**config.mk**
```make
export PLATFORM = sky130hd
export DESIGN_NAME = scanline_top
export DESIGN_NICKNAME = d
export VERILOG_FILES = /design/src/design/sl_pkg.sv /design/src/design/sl_cfg_regs.sv /design/src/design/sl_line_phase.sv /design/src/design/scanline_emu.sv /design/src/design/scanline_top.sv
export SDC_FILE = /design/constraint.sdc
export NUM_CORES = 1
export LEC_CHECK = 0
export BUFFER_PORTS_ARGS = -buffer_cell sky130_fd_sc_hd__buf_2
export CAP_MARGIN = 15
export CORE_ASPECT_RATIO = 2
export CORE_MARGIN = 4
export CORE_UTILIZATION = 45
export DETAILED_ROUTE_END_ITERATION = 10
export GPL_ROUTABILITY_DRIVEN = 0
export PLACE_DENSITY = 0.68
export SLEW_MARGIN = 10
export SYNTH_ARGS = -nofsm -noshare
export SYNTH_HDL_FRONTEND = slang
export SYNTH_HIERARCHICAL = 1
export SYNTH_SLANG_ARGS = --single-unit
```
**constraint.sdc**
```tcl
create_clock -name VCLK_i -period 15.7 [get_ports VCLK_i]
set_input_delay 3.14 -clock VCLK_i [delete_from_list [all_inputs] [get_ports VCLK_i]]
set_output_delay 3.14 -clock VCLK_i [all_outputs]
set_load 0.03 [all_outputs]
```
**src/design/sl_pkg.sv**
```systemverilog
// scanline subsystem package
// shared widths, pipeline latency, register map and profile encodings,
// plus the profile shaping functions used by the emulator

package sl_pkg;

  ////////////////////////////////////////
  // widths and latency
  ////////////////////////////////////////

  localparam int COLOR_W     = 8;           // bits per colour channel
  localparam int VDATA_W     = 3 * COLOR_W; // {red, green, blue}
  localparam int Y_W         = COLOR_W + 1; // luma estimate, g + (r+b)/2
  localparam int PROC_STAGES = 10;          // emulator latency in VCLK cycles

  // positions inside one source line, 8'h100 is a full line
  localparam logic [7:0] SL_POS_HALF    = 8'h80;
  localparam logic [7:0] SL_POS_QUARTER = 8'h40; // normal scanline start
  localparam logic [7:0] SL_WIN_W       = 8'h40; // profile ramp width

  // line multiplier limits and position steps (256/M)
  localparam logic [2:0] SL_MULT_MIN = 3'd2;
  localparam logic [2:0] SL_MULT_MAX = 3'd4;
  localparam logic [7:0] SL_STEP_M2  = 8'd128;
  localparam logic [7:0] SL_STEP_M3  = 8'd85;
  localparam logic [7:0] SL_STEP_M4  = 8'd64;

  ////////////////////////////////////////
  // encodings
  ////////////////////////////////////////

  typedef enum logic [1:0] {
    SL_HANN  = 2'd0,
    SL_GAUSS = 2'd1,
    SL_RECT  = 2'd2,
    SL_FLAT  = 2'd3  // full strength over the upper half of the ramp
  } sl_profile_e;

  typedef enum logic [1:0] {
    SL_REG_CTRL     = 2'd0, // [0] enable, [1] thick, [3:2] profile
    SL_REG_STRENGTH = 2'd1, // [7:0]
    SL_REG_BLOOM    = 2'd2, // [4:0]
    SL_REG_MULT     = 2'd3  // [2:0], clamped to 2..4
  } sl_reg_e;

  ////////////////////////////////////////
  // profile shaping
  ////////////////////////////////////////

  // raised-cosine like ramp, smoothstep t*t*(3-2t) on a 64 step grid
  // 0 at pos 0, 255 at pos 63
  function automatic logic [7:0] hann_shape(input logic [5:0] pos);
    logic [19:0] t;
    logic [19:0] acc;
    t   = 20'(pos);
    acc = t * t * (20'd192 - (t << 1)); // max 261954 at t=63
    return acc[17:10];
  endfunction

  // squared hann, slow start and a narrower core
  function automatic logic [7:0] gauss_shape(input logic [5:0] pos);
    logic [15:0] h;
    logic [15:0] sq;
    h  = 16'(hann_shape(pos));
    sq = h * h + 16'd255; // +255 keeps the top at 255
    return sq[15:8];
  endfunction

endpackage

```
**src/design/sl_cfg_regs.sv**
```systemverilog
`timescale 1ns/1ps
// scanline configuration registers
// host writes land in a pending set during vertical blanking only,
// the live set takes the pending values at the end of blanking

module sl_cfg_regs (
  input  logic                VCLK_i,
  input  logic                nVRST_i,
  input  logic                vsync_i,
  input  logic                cfg_valid_i,
  input  sl_pkg::sl_reg_e     cfg_addr_i,
  input  logic [7:0]          cfg_wdata_i,
  output logic                cfg_ready_o,
  output logic                sl_en_o,
  output logic                sl_thickness_o,
  output sl_pkg::sl_profile_e sl_profile_o,
  output logic [7:0]          sl_strength_o,
  output logic [4:0]          sl_bloom_o,
  output logic [2:0]          sl_mult_o
);

  logic                vsync_q;
  logic                vsync_fall_w;
  logic                wr_w;
  logic [2:0]          mult_clamp_w;

  // pending set
  logic                en_p, thick_p;
  sl_pkg::sl_profile_e profile_p;
  logic [7:0]          strength_p;
  logic [4:0]          bloom_p;
  logic [2:0]          mult_p;

  assign cfg_ready_o  = vsync_i;              // accept only in vertical blanking
  assign wr_w         = cfg_valid_i & cfg_ready_o;
  assign vsync_fall_w = vsync_q & ~vsync_i;  // end of blanking

  always_comb begin
    if (cfg_wdata_i < 8'(sl_pkg::SL_MULT_MIN))
      mult_clamp_w = sl_pkg::SL_MULT_MIN;
    else if (cfg_wdata_i > 8'(sl_pkg::SL_MULT_MAX))
      mult_clamp_w = sl_pkg::SL_MULT_MAX;
    else
      mult_clamp_w = cfg_wdata_i[2:0];
  end

  ////////////////////////////////////////
  // write decode into pending set
  ////////////////////////////////////////

  always_ff @(posedge VCLK_i or negedge nVRST_i) begin
    if (!nVRST_i) begin
      vsync_q    <= 1'b0;
      en_p       <= 1'b0;
      thick_p    <= 1'b0;
      profile_p  <= sl_pkg::SL_RECT;
      strength_p <= 8'd0;
      bloom_p    <= 5'd0;
      mult_p     <= sl_pkg::SL_MULT_MIN;
    end else begin
      vsync_q <= vsync_i;
      if (wr_w) begin
        case (cfg_addr_i)
          sl_pkg::SL_REG_CTRL: begin
            en_p      <= cfg_wdata_i[0];
            thick_p   <= cfg_wdata_i[1];
            profile_p <= sl_pkg::sl_profile_e'(cfg_wdata_i[3:2]);
          end
          sl_pkg::SL_REG_STRENGTH: strength_p <= cfg_wdata_i;
          sl_pkg::SL_REG_BLOOM:    bloom_p    <= cfg_wdata_i[4:0];
          default:                 mult_p     <= mult_clamp_w; // SL_REG_MULT
        endcase
      end
    end
  end

  ////////////////////////////////////////
  // live set, frame stable
  ////////////////////////////////////////

  always_ff @(posedge VCLK_i or negedge nVRST_i) begin
    if (!nVRST_i) begin
      sl_en_o        <= 1'b0;
      sl_thickness_o <= 1'b0;
      sl_profile_o   <= sl_pkg::SL_RECT;
      sl_strength_o  <= 8'd0;
      sl_bloom_o     <= 5'd0;
      sl_mult_o      <= sl_pkg::SL_MULT_MIN;
    end else if (vsync_fall_w) begin
      sl_en_o        <= en_p;
      sl_thickness_o <= thick_p;
      sl_profile_o   <= profile_p;
      sl_strength_o  <= strength_p;
      sl_bloom_o     <= bloom_p;
      sl_mult_o      <= mult_p;
    end
  end

endmodule

```
**src/design/sl_line_phase.sv**
```systemverilog
`timescale 1ns/1ps
// line phase tracker
// counts output lines modulo the line multiplier and gives each line
// its relative position inside the source line, k*256/M

module sl_line_phase (
  input  logic       VCLK_i,
  input  logic       nVRST_i,
  input  logic       hsync_i,
  input  logic       vsync_i,
  input  logic [2:0] sl_mult_i,
  output logic [7:0] sl_rel_pos_o
);

  logic       hsync_q, vsync_q;
  logic       hsync_rise_w, vsync_rise_w;
  logic [1:0] k_q;          // sub-line counter, 0..M-1
  logic [1:0] k_nxt_w;
  logic [2:0] k_inc_w;
  logic [7:0] step_w;       // 256/M, truncated
  logic [7:0] pos_nxt_w;

  ////////////////////////////////////////
  // sync edge detection
  ////////////////////////////////////////

  always_ff @(posedge VCLK_i or negedge nVRST_i) begin
    if (!nVRST_i) begin
      hsync_q <= 1'b0;
      vsync_q <= 1'b0;
    end else begin
      hsync_q <= hsync_i;
      vsync_q <= vsync_i;
    end
  end

  assign hsync_rise_w = hsync_i & ~hsync_q;
  assign vsync_rise_w = vsync_i & ~vsync_q;

  ////////////////////////////////////////
  // sub-line counter
  ////////////////////////////////////////

  assign k_inc_w = {1'b0, k_q} + 3'd1;

  always_comb begin
    k_nxt_w = k_q;
    if (vsync_rise_w)
      k_nxt_w = 2'd0;                    // new frame starts at sub-line 0
    else if (hsync_rise_w) begin
      if (k_inc_w >= sl_mult_i)
        k_nxt_w = 2'd0;                  // wrap at the multiplier
      else
        k_nxt_w = k_inc_w[1:0];
    end
  end

  // per multiplier step, the cfg block keeps M within 2..4
  always_comb begin
    case (sl_mult_i)
      3'd3:    step_w = sl_pkg::SL_STEP_M3;
      3'd4:    step_w = sl_pkg::SL_STEP_M4;
      default: step_w = sl_pkg::SL_STEP_M2;
    endcase
  end

  assign pos_nxt_w = k_nxt_w * step_w; // at most 3*64 or 2*85, fits 8 bits

  ////////////////////////////////////////
  // registered position
  ////////////////////////////////////////

  // k and the position move together, one cycle after the hsync rise
  always_ff @(posedge VCLK_i or negedge nVRST_i) begin
    if (!nVRST_i) begin
      k_q          <= 2'd0;
      sl_rel_pos_o <= 8'd0;
    end else begin
      k_q          <= k_nxt_w;
      sl_rel_pos_o <= pos_nxt_w; // stays constant across the line
    end
  end

endmodule

```
**src/design/scanline_emu.sv**
```systemverilog
`timescale 1ns/1ps
// scanline emulator
// works out a per-line darkening strength from the relative line position
// and the selected profile, lets bright pixels bloom through, and scales
// each active pixel; ten cycle fixed latency, no stall path

module scanline_emu (
  input  logic                         VCLK_i,
  input  logic                         nVRST_i,
  input  logic                         hsync_i,
  input  logic                         vsync_i,
  input  logic                         de_i,
  input  logic [sl_pkg::VDATA_W-1:0]   vdata_i,
  input  logic                         sl_en_i,
  input  logic                         sl_thickness_i,
  input  sl_pkg::sl_profile_e          sl_profile_i,
  input  logic [7:0]                   sl_rel_pos_i,
  input  logic [7:0]                   sl_strength_i,
  input  logic [4:0]                   sl_bloom_i,
  output logic                         hsync_o,
  output logic                         vsync_o,
  output logic                         de_o,
  output logic [sl_pkg::VDATA_W-1:0]   vdata_o
);

  // input channels
  logic [sl_pkg::COLOR_W-1:0] red_w, green_w, blue_w;

  // delay lines, stages 0..8
  logic [sl_pkg::PROC_STAGES-2:0] hsync_dly, vsync_dly, de_dly;
  logic [sl_pkg::COLOR_W-1:0] red_dly   [0:sl_pkg::PROC_STAGES-2];
  logic [sl_pkg::COLOR_W-1:0] green_dly [0:sl_pkg::PROC_STAGES-2];
  logic [sl_pkg::COLOR_W-1:0] blue_dly  [0:sl_pkg::PROC_STAGES-2];

  // luma
  logic [sl_pkg::COLOR_W:0] rpb_q;
  logic [sl_pkg::Y_W-1:0]   y_q [1:2];

  // strength path
  logic                              flat_w;
  logic [7:0]                        sl_offset_w;   // thick line start, luma adaptive
  logic [sl_pkg::PROC_STAGES-2:2]    draw_sl;
  logic [3:2]                        max_str;
  logic [7:0]                        str_q [0:5];
  logic [15:0]                       str_scaled_w;

  // bloom path
  logic [sl_pkg::Y_W+4:0] yref_pre_full_w;
  logic [sl_pkg::Y_W+7:0] yref_full_w;
  logic [sl_pkg::Y_W-1:0] yref_pre_q [3:4];
  logic [sl_pkg::Y_W-1:0] yref_q;
  logic [7:0]             bloom_rval_q, bloomed_str_q;

  // scaled pixel
  logic [2*sl_pkg::COLOR_W-1:0] red_sl_w, green_sl_w, blue_sl_w;
  logic [sl_pkg::COLOR_W-1:0]   red_sl_q, green_sl_q, blue_sl_q;

  assign red_w   = vdata_i[3*sl_pkg::COLOR_W-1:2*sl_pkg::COLOR_W];
  assign green_w = vdata_i[2*sl_pkg::COLOR_W-1:sl_pkg::COLOR_W];
  assign blue_w  = vdata_i[sl_pkg::COLOR_W-1:0];

  ////////////////////////////////////////
  // sync and pixel delay
  ////////////////////////////////////////

  always_ff @(posedge VCLK_i or negedge nVRST_i) begin
    if (!nVRST_i) begin
      hsync_dly <= '0;
      vsync_dly <= '0;
      de_dly    <= '0;
      for (int i = 0; i < sl_pkg::PROC_STAGES-1; i++) begin
        red_dly[i]   <= '0;
        green_dly[i] <= '0;
        blue_dly[i]  <= '0;
      end
    end else begin
      hsync_dly <= {hsync_dly[sl_pkg::PROC_STAGES-3:0], hsync_i};
      vsync_dly <= {vsync_dly[sl_pkg::PROC_STAGES-3:0], vsync_i};
      de_dly    <= {de_dly[sl_pkg::PROC_STAGES-3:0], de_i};
      red_dly[0]   <= red_w;
      green_dly[0] <= green_w;
      blue_dly[0]  <= blue_w;
      for (int i = 1; i < sl_pkg::PROC_STAGES-1; i++) begin
        red_dly[i]   <= red_dly[i-1];
        green_dly[i] <= green_dly[i-1];
        blue_dly[i]  <= blue_dly[i-1];
      end
    end
  end

  ////////////////////////////////////////
  // luma estimate, g + (r+b)/2
  ////////////////////////////////////////

  always_ff @(posedge VCLK_i) begin
    rpb_q  <= {1'b0, red_w} + {1'b0, blue_w};                              // stage 0
    y_q[1] <= {1'b0, green_dly[0]} + {1'b0, rpb_q[sl_pkg::COLOR_W:1]};     // stage 1
    y_q[2] <= y_q[1];                                                      // stage 2
  end

  ////////////////////////////////////////
  // strength and draw decision
  ////////////////////////////////////////

  assign flat_w       = (sl_profile_i == sl_pkg::SL_FLAT);
  assign str_scaled_w = str_q[3] * sl_strength_i;

  // 0 for black up to 0.25 for full luma
  assign sl_offset_w = {2'b00, y_q[1][sl_pkg::Y_W-1:sl_pkg::Y_W-6]}
                     + 8'(y_q[1][sl_pkg::Y_W-7]);

  // draw and full strength flags, one bit per stage
  always_ff @(posedge VCLK_i or negedge nVRST_i) begin
    if (!nVRST_i) begin
      draw_sl <= '0;
      max_str <= '0;
    end else begin
      if (sl_thickness_i) begin
        draw_sl[2] <= str_q[1] > sl_offset_w;
        max_str[2] <= str_q[1] >= sl_offset_w + sl_pkg::SL_WIN_W;
      end else begin
        draw_sl[2] <= str_q[1] > sl_pkg::SL_POS_QUARTER;
        max_str[2] <= str_q[1] >= sl_pkg::SL_POS_QUARTER + sl_pkg::SL_WIN_W;
      end
      // flat top: upper half of the ramp and beyond is drawn at full strength
      if (flat_w) begin
        draw_sl[3] <= draw_sl[2] & (str_q[2][5] | max_str[2]);
        max_str[3] <= str_q[2][5] | max_str[2];
      end else begin
        draw_sl[3] <= draw_sl[2];
        max_str[3] <= max_str[2];
      end
      draw_sl[4] <= sl_en_i & draw_sl[3];
      for (int i = 5; i < sl_pkg::PROC_STAGES-1; i++)
        draw_sl[i] <= draw_sl[i-1];
    end
  end

  always_ff @(posedge VCLK_i) begin
    // fold into 0..0.5, 8'h00 to 8'h80
    str_q[0] <= (sl_rel_pos_i > sl_pkg::SL_POS_HALF) ? 8'(~sl_rel_pos_i + 8'd1)
                                                     : sl_rel_pos_i;
    str_q[1] <= str_q[0];                          // wait for luma
    str_q[2] <= sl_thickness_i ? str_q[1] - sl_offset_w
                               : str_q[1] - sl_pkg::SL_POS_QUARTER; // ramp position
    case (sl_profile_i)
      sl_pkg::SL_HANN:  str_q[3] <= sl_pkg::hann_shape(str_q[2][5:0]);
      sl_pkg::SL_GAUSS: str_q[3] <= sl_pkg::gauss_shape(str_q[2][5:0]);
      default:          str_q[3] <= {str_q[2][5:0], str_q[2][5:4]}; // linear ramp
    endcase
    str_q[4] <= max_str[3] ? sl_strength_i : str_scaled_w[15:8];
    str_q[5] <= str_q[4];
  end

  ////////////////////////////////////////
  // bloom reference and factor
  ////////////////////////////////////////

  assign yref_pre_full_w = y_q[2] * sl_bloom_i;
  assign yref_full_w     = yref_pre_q[4] * str_q[4];

  always_ff @(posedge VCLK_i) begin
    yref_pre_q[3] <= yref_pre_full_w[sl_pkg::Y_W+4:5];             // stage 3, luma*bloom/32
    yref_pre_q[4] <= yref_pre_q[3];                                // stage 4
    yref_q        <= yref_full_w[sl_pkg::Y_W+7:8];                 // stage 5, times strength
    // bright pixels eat into the darkening, never below 0
    bloom_rval_q  <= ({1'b0, str_q[5]} < yref_q) ? 8'd0
                                                 : str_q[5] - yref_q[7:0]; // stage 6
    bloomed_str_q <= 8'hff - bloom_rval_q;                         // stage 7
  end

  ////////////////////////////////////////
  // pixel scaling and output
  ////////////////////////////////////////

  assign red_sl_w   = red_dly[sl_pkg::PROC_STAGES-3]   * bloomed_str_q;
  assign green_sl_w = green_dly[sl_pkg::PROC_STAGES-3] * bloomed_str_q;
  assign blue_sl_w  = blue_dly[sl_pkg::PROC_STAGES-3]  * bloomed_str_q;

  always_ff @(posedge VCLK_i) begin
    red_sl_q   <= red_sl_w[2*sl_pkg::COLOR_W-1:sl_pkg::COLOR_W];   // stage 8
    green_sl_q <= green_sl_w[2*sl_pkg::COLOR_W-1:sl_pkg::COLOR_W];
    blue_sl_q  <= blue_sl_w[2*sl_pkg::COLOR_W-1:sl_pkg::COLOR_W];
  end

  always_ff @(posedge VCLK_i or negedge nVRST_i) begin
    if (!nVRST_i) begin
      hsync_o <= 1'b0;
      vsync_o <= 1'b0;
      de_o    <= 1'b0;
      vdata_o <= '0;
    end else begin
      hsync_o <= hsync_dly[sl_pkg::PROC_STAGES-2];
      vsync_o <= vsync_dly[sl_pkg::PROC_STAGES-2];
      de_o    <= de_dly[sl_pkg::PROC_STAGES-2];
      if (de_dly[sl_pkg::PROC_STAGES-2] && draw_sl[sl_pkg::PROC_STAGES-2])
        vdata_o <= {red_sl_q, green_sl_q, blue_sl_q};
      else
        vdata_o <= {red_dly[sl_pkg::PROC_STAGES-2],
                    green_dly[sl_pkg::PROC_STAGES-2],
                    blue_dly[sl_pkg::PROC_STAGES-2]};   // blanking or no scanline
    end
  end

endmodule

```
**src/design/scanline_top.sv**
```systemverilog
`timescale 1ns/1ps
// scanline subsystem top
// configuration registers, line phase tracker and emulator,
// video passes with a fixed ten cycle latency

module scanline_top (
  input  logic                       VCLK_i,
  input  logic                       nVRST_i,
  input  logic                       hsync_i,
  input  logic                       vsync_i,
  input  logic                       de_i,
  input  logic [sl_pkg::VDATA_W-1:0] vdata_i,
  input  logic                       cfg_valid_i,
  input  sl_pkg::sl_reg_e            cfg_addr_i,
  input  logic [7:0]                 cfg_wdata_i,
  output logic                       cfg_ready_o,
  output logic                       hsync_o,
  output logic                       vsync_o,
  output logic                       de_o,
  output logic [sl_pkg::VDATA_W-1:0] vdata_o
);

  // live configuration
  logic                sl_en;
  logic                sl_thickness;
  sl_pkg::sl_profile_e sl_profile;
  logic [7:0]          sl_strength;
  logic [4:0]          sl_bloom;
  logic [2:0]          sl_mult;
  logic [7:0]          sl_rel_pos; // one cycle behind the syncs that made it

  sl_cfg_regs cfg_regs0 (
    .VCLK_i        (VCLK_i),
    .nVRST_i       (nVRST_i),
    .vsync_i       (vsync_i),
    .cfg_valid_i   (cfg_valid_i),
    .cfg_addr_i    (cfg_addr_i),
    .cfg_wdata_i   (cfg_wdata_i),
    .cfg_ready_o   (cfg_ready_o),
    .sl_en_o       (sl_en),
    .sl_thickness_o(sl_thickness),
    .sl_profile_o  (sl_profile),
    .sl_strength_o (sl_strength),
    .sl_bloom_o    (sl_bloom),
    .sl_mult_o     (sl_mult)
  );

  sl_line_phase line_phase0 (
    .VCLK_i      (VCLK_i),
    .nVRST_i     (nVRST_i),
    .hsync_i     (hsync_i),
    .vsync_i     (vsync_i),
    .sl_mult_i   (sl_mult),
    .sl_rel_pos_o(sl_rel_pos)
  );

  scanline_emu scanline_emu0 (
    .VCLK_i        (VCLK_i),
    .nVRST_i       (nVRST_i),
    .hsync_i       (hsync_i),
    .vsync_i       (vsync_i),
    .de_i          (de_i),
    .vdata_i       (vdata_i),
    .sl_en_i       (sl_en),
    .sl_thickness_i(sl_thickness),
    .sl_profile_i  (sl_profile),
    .sl_rel_pos_i  (sl_rel_pos),
    .sl_strength_i (sl_strength),
    .sl_bloom_i    (sl_bloom),
    .hsync_o       (hsync_o),
    .vsync_o       (vsync_o),
    .de_o          (de_o),
    .vdata_o       (vdata_o)
  );

endmodule

```
# Word-level counts from Yosys, hierarchy flattened
# Memories as Yosys holds them, arrays and structs flattened.
# Cells that the tools add are included.
[word_totals] out_inout_bits=28 register_bits=389 inputBits=40 mem_bits_rw=84 wordCells=143 n_memories=3
[classes] addsub=12 magnitude_cmp=9 n_mul=10 mux=21 n_eq_ne=6 bitwise=14 n_reduce_logical=9
[mem_list] name="scanline_emu0.str_q" words=6 width=8 read_ports=6 rd_clocked_by_memory_dff=0 write_ports=6 line_no="scanline_emu.sv:44" text="logic [7:0] str_q [0:5];"
[mem_list] name="scanline_emu0.y_q" words=2 width=9 read_ports=2 rd_clocked_by_memory_dff=0 write_ports=2 line_no="scanline_emu.sv:37" text="logic [sl_pkg::Y_W-1:0] y_q [1:2];"
[mem_list] name="scanline_emu0.yref_pre_q" words=2 width=9 read_ports=2 rd_clocked_by_memory_dff=0 write_ports=2 line_no="scanline_emu.sv:50" text="logic [sl_pkg::Y_W-1:0] yref_pre_q [3:4];"
[ops] operator="multiplier 8 x 8 -> 16 bit" count=5
[ops] operator="2-to-1 mux 8 bit" count=5
[ops] operator="2-to-1 mux 24 bit" count=1
[ops] operator="multiplier 12 x 20 -> 18 bit" count=1
[ops] operator="adder 8 x 8 -> 9 bit" count=2
[ops] operator="multiplier 9 x 8 -> 17 bit" count=1
[ops] operator="adder 16 x 8 -> 16 bit, second input constant" count=1
[ops] operator="case mux 8 bit (2 select lines)" count=1
[ops] operator="subtractor 8 bit" count=2
[ops] operator="multiplier 9 x 5 -> 14 bit" count=1
[ops] operator="multiplier 6 x 6 -> 12 bit" count=1
[ops] operator="less-than comparator 8 x 9 -> 1 bit" count=1
[ops] operator="2-to-1 mux 1 bit" count=9
[ops] operator="subtractor 8 x 7 -> 9 bit, first input constant" count=1
[ops] operator="adder 8 x 1 -> 8 bit, second input constant" count=1
[ops] operator="adder 8 x 7 -> 8 bit, second input constant" count=1
[ops] operator="greater-or-equal comparator 8 bit" count=1
[ops] operator="greater-or-equal comparator 8 bit, second input constant" count=1
[ops] operator="> comparator 8 x 3 -> 1 bit, second input constant" count=1
[ops] operator="> comparator 8 x 7 -> 1 bit, second input constant" count=1
[ops] operator="> comparator 8 bit" count=1
[ops] operator="> comparator 8 bit, second input constant" count=1
[ops] operator="less-than comparator 8 x 2 -> 1 bit, second input constant" count=1
[ops] operator="multiplier 2 x 8 -> 8 bit" count=1
[ops] operator="other kinds (20)" count=39

# Logic depth before layout (Yosys ltp)
# An unclocked memory read counts as a cell.
[depth] ltp_word=7 depth_mapped=53 ltp_nobuf=53

# By module
# The synthesis kept the hierarchy.
[modules_own_cells] mod="scanline_emu" area_each_um2=27108.5 cells_per_inst=2503 seq_area_each_um2=9764.4 instances=1
[modules_own_cells] mod="sl_cfg_regs" area_each_um2=1575.3 cells_per_inst=96 seq_area_each_um2=1031.0 instances=1
[modules_own_cells] mod="sl_line_phase" area_each_um2=456.7 cells_per_inst=38 seq_area_each_um2=200.2 instances=1

# Worst setup path before layout
# No wires, ideal clock.
[synth_timing] kind="register -> register" from="memory scanline_emu0.str_q[2][0]" to="memory scanline_emu0.str_q[3][3]" t_required_ps=15628 n_path_buf=2 arrival_time_ps=11909 stages_incl_launch_ff=51 path_slack_ps=3719 synth_period_minus_slack_ps=11981 path_cell_list="dfxtp_1 -> inv_1 -> buf_1 -> nor2_1 -> fa_1 -> inv_1 -> fa_1 -> fa_1 -> inv_1 -> ha_1 -> a21o_1 -> a211o_1 -> and3_1 -> nor2_1 -> xor2_1 -> nor2_1 -> ha_1 -> inv_1 -> (+15 left out) -> fa_1 -> inv_1 -> fa_1 -> inv_1 -> fa_1 -> inv_1 -> fa_1 -> inv_1 -> ha_1 -> o21a_1 -> o21ai_0 -> a2111oi_0 -> nor3_1 -> nand2b_1 -> a41oi_1 -> xor2_1 -> mux2_2 -> mux2i_1"
[synth_rtl] element="start, declared" line_no="scanline_emu.sv:44"

==> summary.txt <==
Worst setup path
  – Slowest cell on the critical path: xnor2_1
  – Buf/Inv on CP: 11
  – Startpoint types: flop
  – CP max stage delay: 0.68 ns
  – Req. time, crit path: 16.20 ns
  – Crit-path most repeated cell: fa_1
  – Largest fanout on the critical path: 11
  – Flop-to-flop setup slack: 2.29 ns
  – Arr. time, crit path: 13.91 ns
  – Critical path's top delay family: adder cells
  – Setup crit end kind: flop
  – Setup CP Type: flop to flop

Floorplan
  – Core area: 0.0639 mm²
  – Die X: 188 µm
  – Die area: 0.0691 mm²
  – I/O pin total: 68
  – Cell Rows: 131
  – Effective utilization at floorplan: 0.456
  – Die Span Y: 368 µm

Global routing
  – First-pass GRT wire length: 98600 µm
  – Number of global-route vias before repair: 20700
  – Gr usage total: 0.173
  – Largest net degree at the start of global routing: 122
  – Initial antenna violation count: 0
  – Grt ovf: 0

Routing
  – Wire per inst: 16.4 µm
  – Vias per Instance: 5.12
  – Antenna Nets Post-Route: 0
  – Detailed-router iteration count before antenna repair: 5
  – Total wire length: 58200 µm
  – Via count: 18100
  – DRC: 0
  – Initial drt markers: 556

Place
  – PortBufs: 67
  – DPL Wire Length: 46200 µm

Timing
  – Final slew viol count: 0
  – RSZ-0062 raised after global routing: no
  – Minimum clock period: 13.41 ns
  – Slew @ Worst Pin: 1.06 ns
  – Maximum clock frequency: 74.6 MHz
  – Setup TNS: 0 ns
  – Slew margin rel.: 0.275
  – Final setup vio count: 0
  – Fin Clk Skew: 0.0218 ns
  – Hold Fails Final Rpt: 0
  – Tcrit/Tclk final: 0.854

Logic synthesis
  – Post-synth EDFFs: 0
  – Yosys reg bits: 467
  – Ys flop type: dfrtp_1
  – Async SR Flop Fraction: 0.702
  – Avg Cell Area, Syn: 11.1 µm²
  – Unique masters post-synth: 79
  – Syn nets: 3272
  – Gate Count Post-Synth: 2637
  – Cell Area, Synth: 0.0291 mm²
  – Synth warn: 6
  – Seq/Total Area, Yosys: 0.377

Clock network
  – CTS tree: done
  – Clock sinks: 467
  – Skew-Pair Late Insertion Delay: 0.57 ns
  – Post-CTS setup buffers: 0
  – Total CTS buffers: 43
  – Clk root buf: clkbuf_16
  – Post_cts resized: 0
  – Clock transition at path regs: 0.07 ns
  – H-tree depth: 2
  – Hold Buf Count CTS: 0
  – Clock buffer depth: 3

Finish
  – Layout cells sized above 1: 0.0893
  – # diodes: 0
  – Net count, final: 3343
  – Syn-to-layout area delta: 9.15%

Hold path
  – HP Class: flop to flop

Outcome
  – Status: finished clean

Flow run
  – Max Cap Viol: 0
-- through the flow --
stage	utilization	hold slack, ns	instances	area [µm²]	setup slack [ns]
after floorplan	-	0.310	2637	29100	3.72
after global placement	0.475	0.310	3461	30300	2.71
after detailed placement	0.475	0.312	3461	30300	2.40
after CTS	0.498	0.327	3541	31800	2.36
after global routing	0.498	0.331	3541	31800	1.52
final	0.498	0.326	3541	31800	2.29
-- synthesized netlist by cell type (13+ instances only) --
cell type	number	area share
and2_1	197	0.042
a21oi_1	53	0.0091
mux2_2	67	0.026
nor2b_1	15	0.0032
a21o_1	20	0.0052
nor3_1	31	0.0053
dfrtp_1	324	0.28
o21ai_0	33	0.0057
o21a_1	19	0.0049
xor2_1	47	0.014
o21bai_1	13	0.0033
nor2_1	143	0.018
ha_1	311	0.13
clkbuf_1	36	0.0046
xnor2_1	61	0.018
inv_1	445	0.057
nand2_1	226	0.029
dfxtp_1	139	0.095
fa_1	284	0.20
-- worst paths after layout --
path | from | end | depth (start not counted)
setup / recovery | scanline_emu0/str_q[2][5] | scanline_emu0/str_q[3][3] | 47
hold / removal | scanline_emu0/yref_pre_q[3][1] | scanline_emu0/yref_pre_q[4][1] | 0
setup reg to reg | scanline_emu0/str_q[2][5] | scanline_emu0/str_q[3][3] | 47
hold reg to reg | scanline_emu0/yref_pre_q[3][1] | scanline_emu0/yref_pre_q[4][1] | 0
max in group asynchronous | nVRST_i | scanline_emu0/green_dly[35] | 3
min in group asynchronous | nVRST_i | scanline_emu0/vdata_o[6] | 1
-- cell usage in the layout, fill, tap and decap left out, types with 4 or more instances in the layout --
cell	n
o31ai_1	6
ha_1	311
dfxtp_1	139
o21a_1	19
nor3_1	31
clkbuf_1	13
or2_2	6
nand3_1	12
nand4_1	5
o21bai_1	13
bufinv_16	5
a21o_1	20
o41a_1	5
xor2_1	47
nand2b_1	9
a211o_1	4
clkbuf_8	5
inv_1	445
fa_1	284
nor2_1	143
o21ai_0	33
clkinv_2	4
a21oi_1	53
clkbuf_16	43
mux2i_1	4
a211oi_1	9
xnor2_1	61
or3_1	7
o31a_1	6
dfstp_2	4
nand2_1	226
buf_2	66
mux2_2	67
and2_1	197
and3_1	11
buf_4	9
nor2b_1	14
dfrtp_1	324
-- sequential cells by signal, indices dropped and copies added, names as in the netlist, 9 cells and up --
register and flops:
scanline_emu0/de_dly 9, scanline_emu0/y_q 18, scanline_emu0/vdata_o 24, scanline_emu0/green_dly 72, scanline_emu0/red_dly 72, scanline_emu0/hsync_dly 9, scanline_emu0/str_q 46, scanline_emu0/yref_pre_q 18
scanline_emu0/vsync_dly 9, scanline_emu0/yref_q 9, scanline_emu0/blue_dly 72
-- metal layers --
layer | share of wire | routed length (µm) | track usage | up-vias
met5 | 0 | 0 | 0 | -
met4 | 0.051 | 2960 | 0.0824 | 0
li1 | - | - | - | 8412
met3 | 0.030 | 1730 | 0.0205 | 163
met2 | 0.59 | 34500 | 0.361 | 336
met1 | 0.33 | 19000 | 0.161 | 9213
-- cell families after synthesis --
group / share of synthesized area
AND/OR/NAND/NOR: 0.118
adder cells (fa/ha/maj): 0.329
AO/OA/AOI/OAI: 0.0485
flip-flops: 0.377
buffers and inverters: 0.0652
XOR/XNOR: 0.0347
multiplexers: 0.0277
-- area by class of cell --
type / instances / area, µm²
clock inverters: 19 / 273
repair buffers: 76 / 413
flip-flops and latches: 467 / 11000
clock buffers: 61 / 1190
fillers: 5648 / 32100
multi-input cells: 1671 / 16200
inverters: 449 / 1690
well taps: 798 / 998
Power is left out: the tool's default activity adds up to more than one toggle a clock period on the data nets, which glitch-free logic cannot reach.
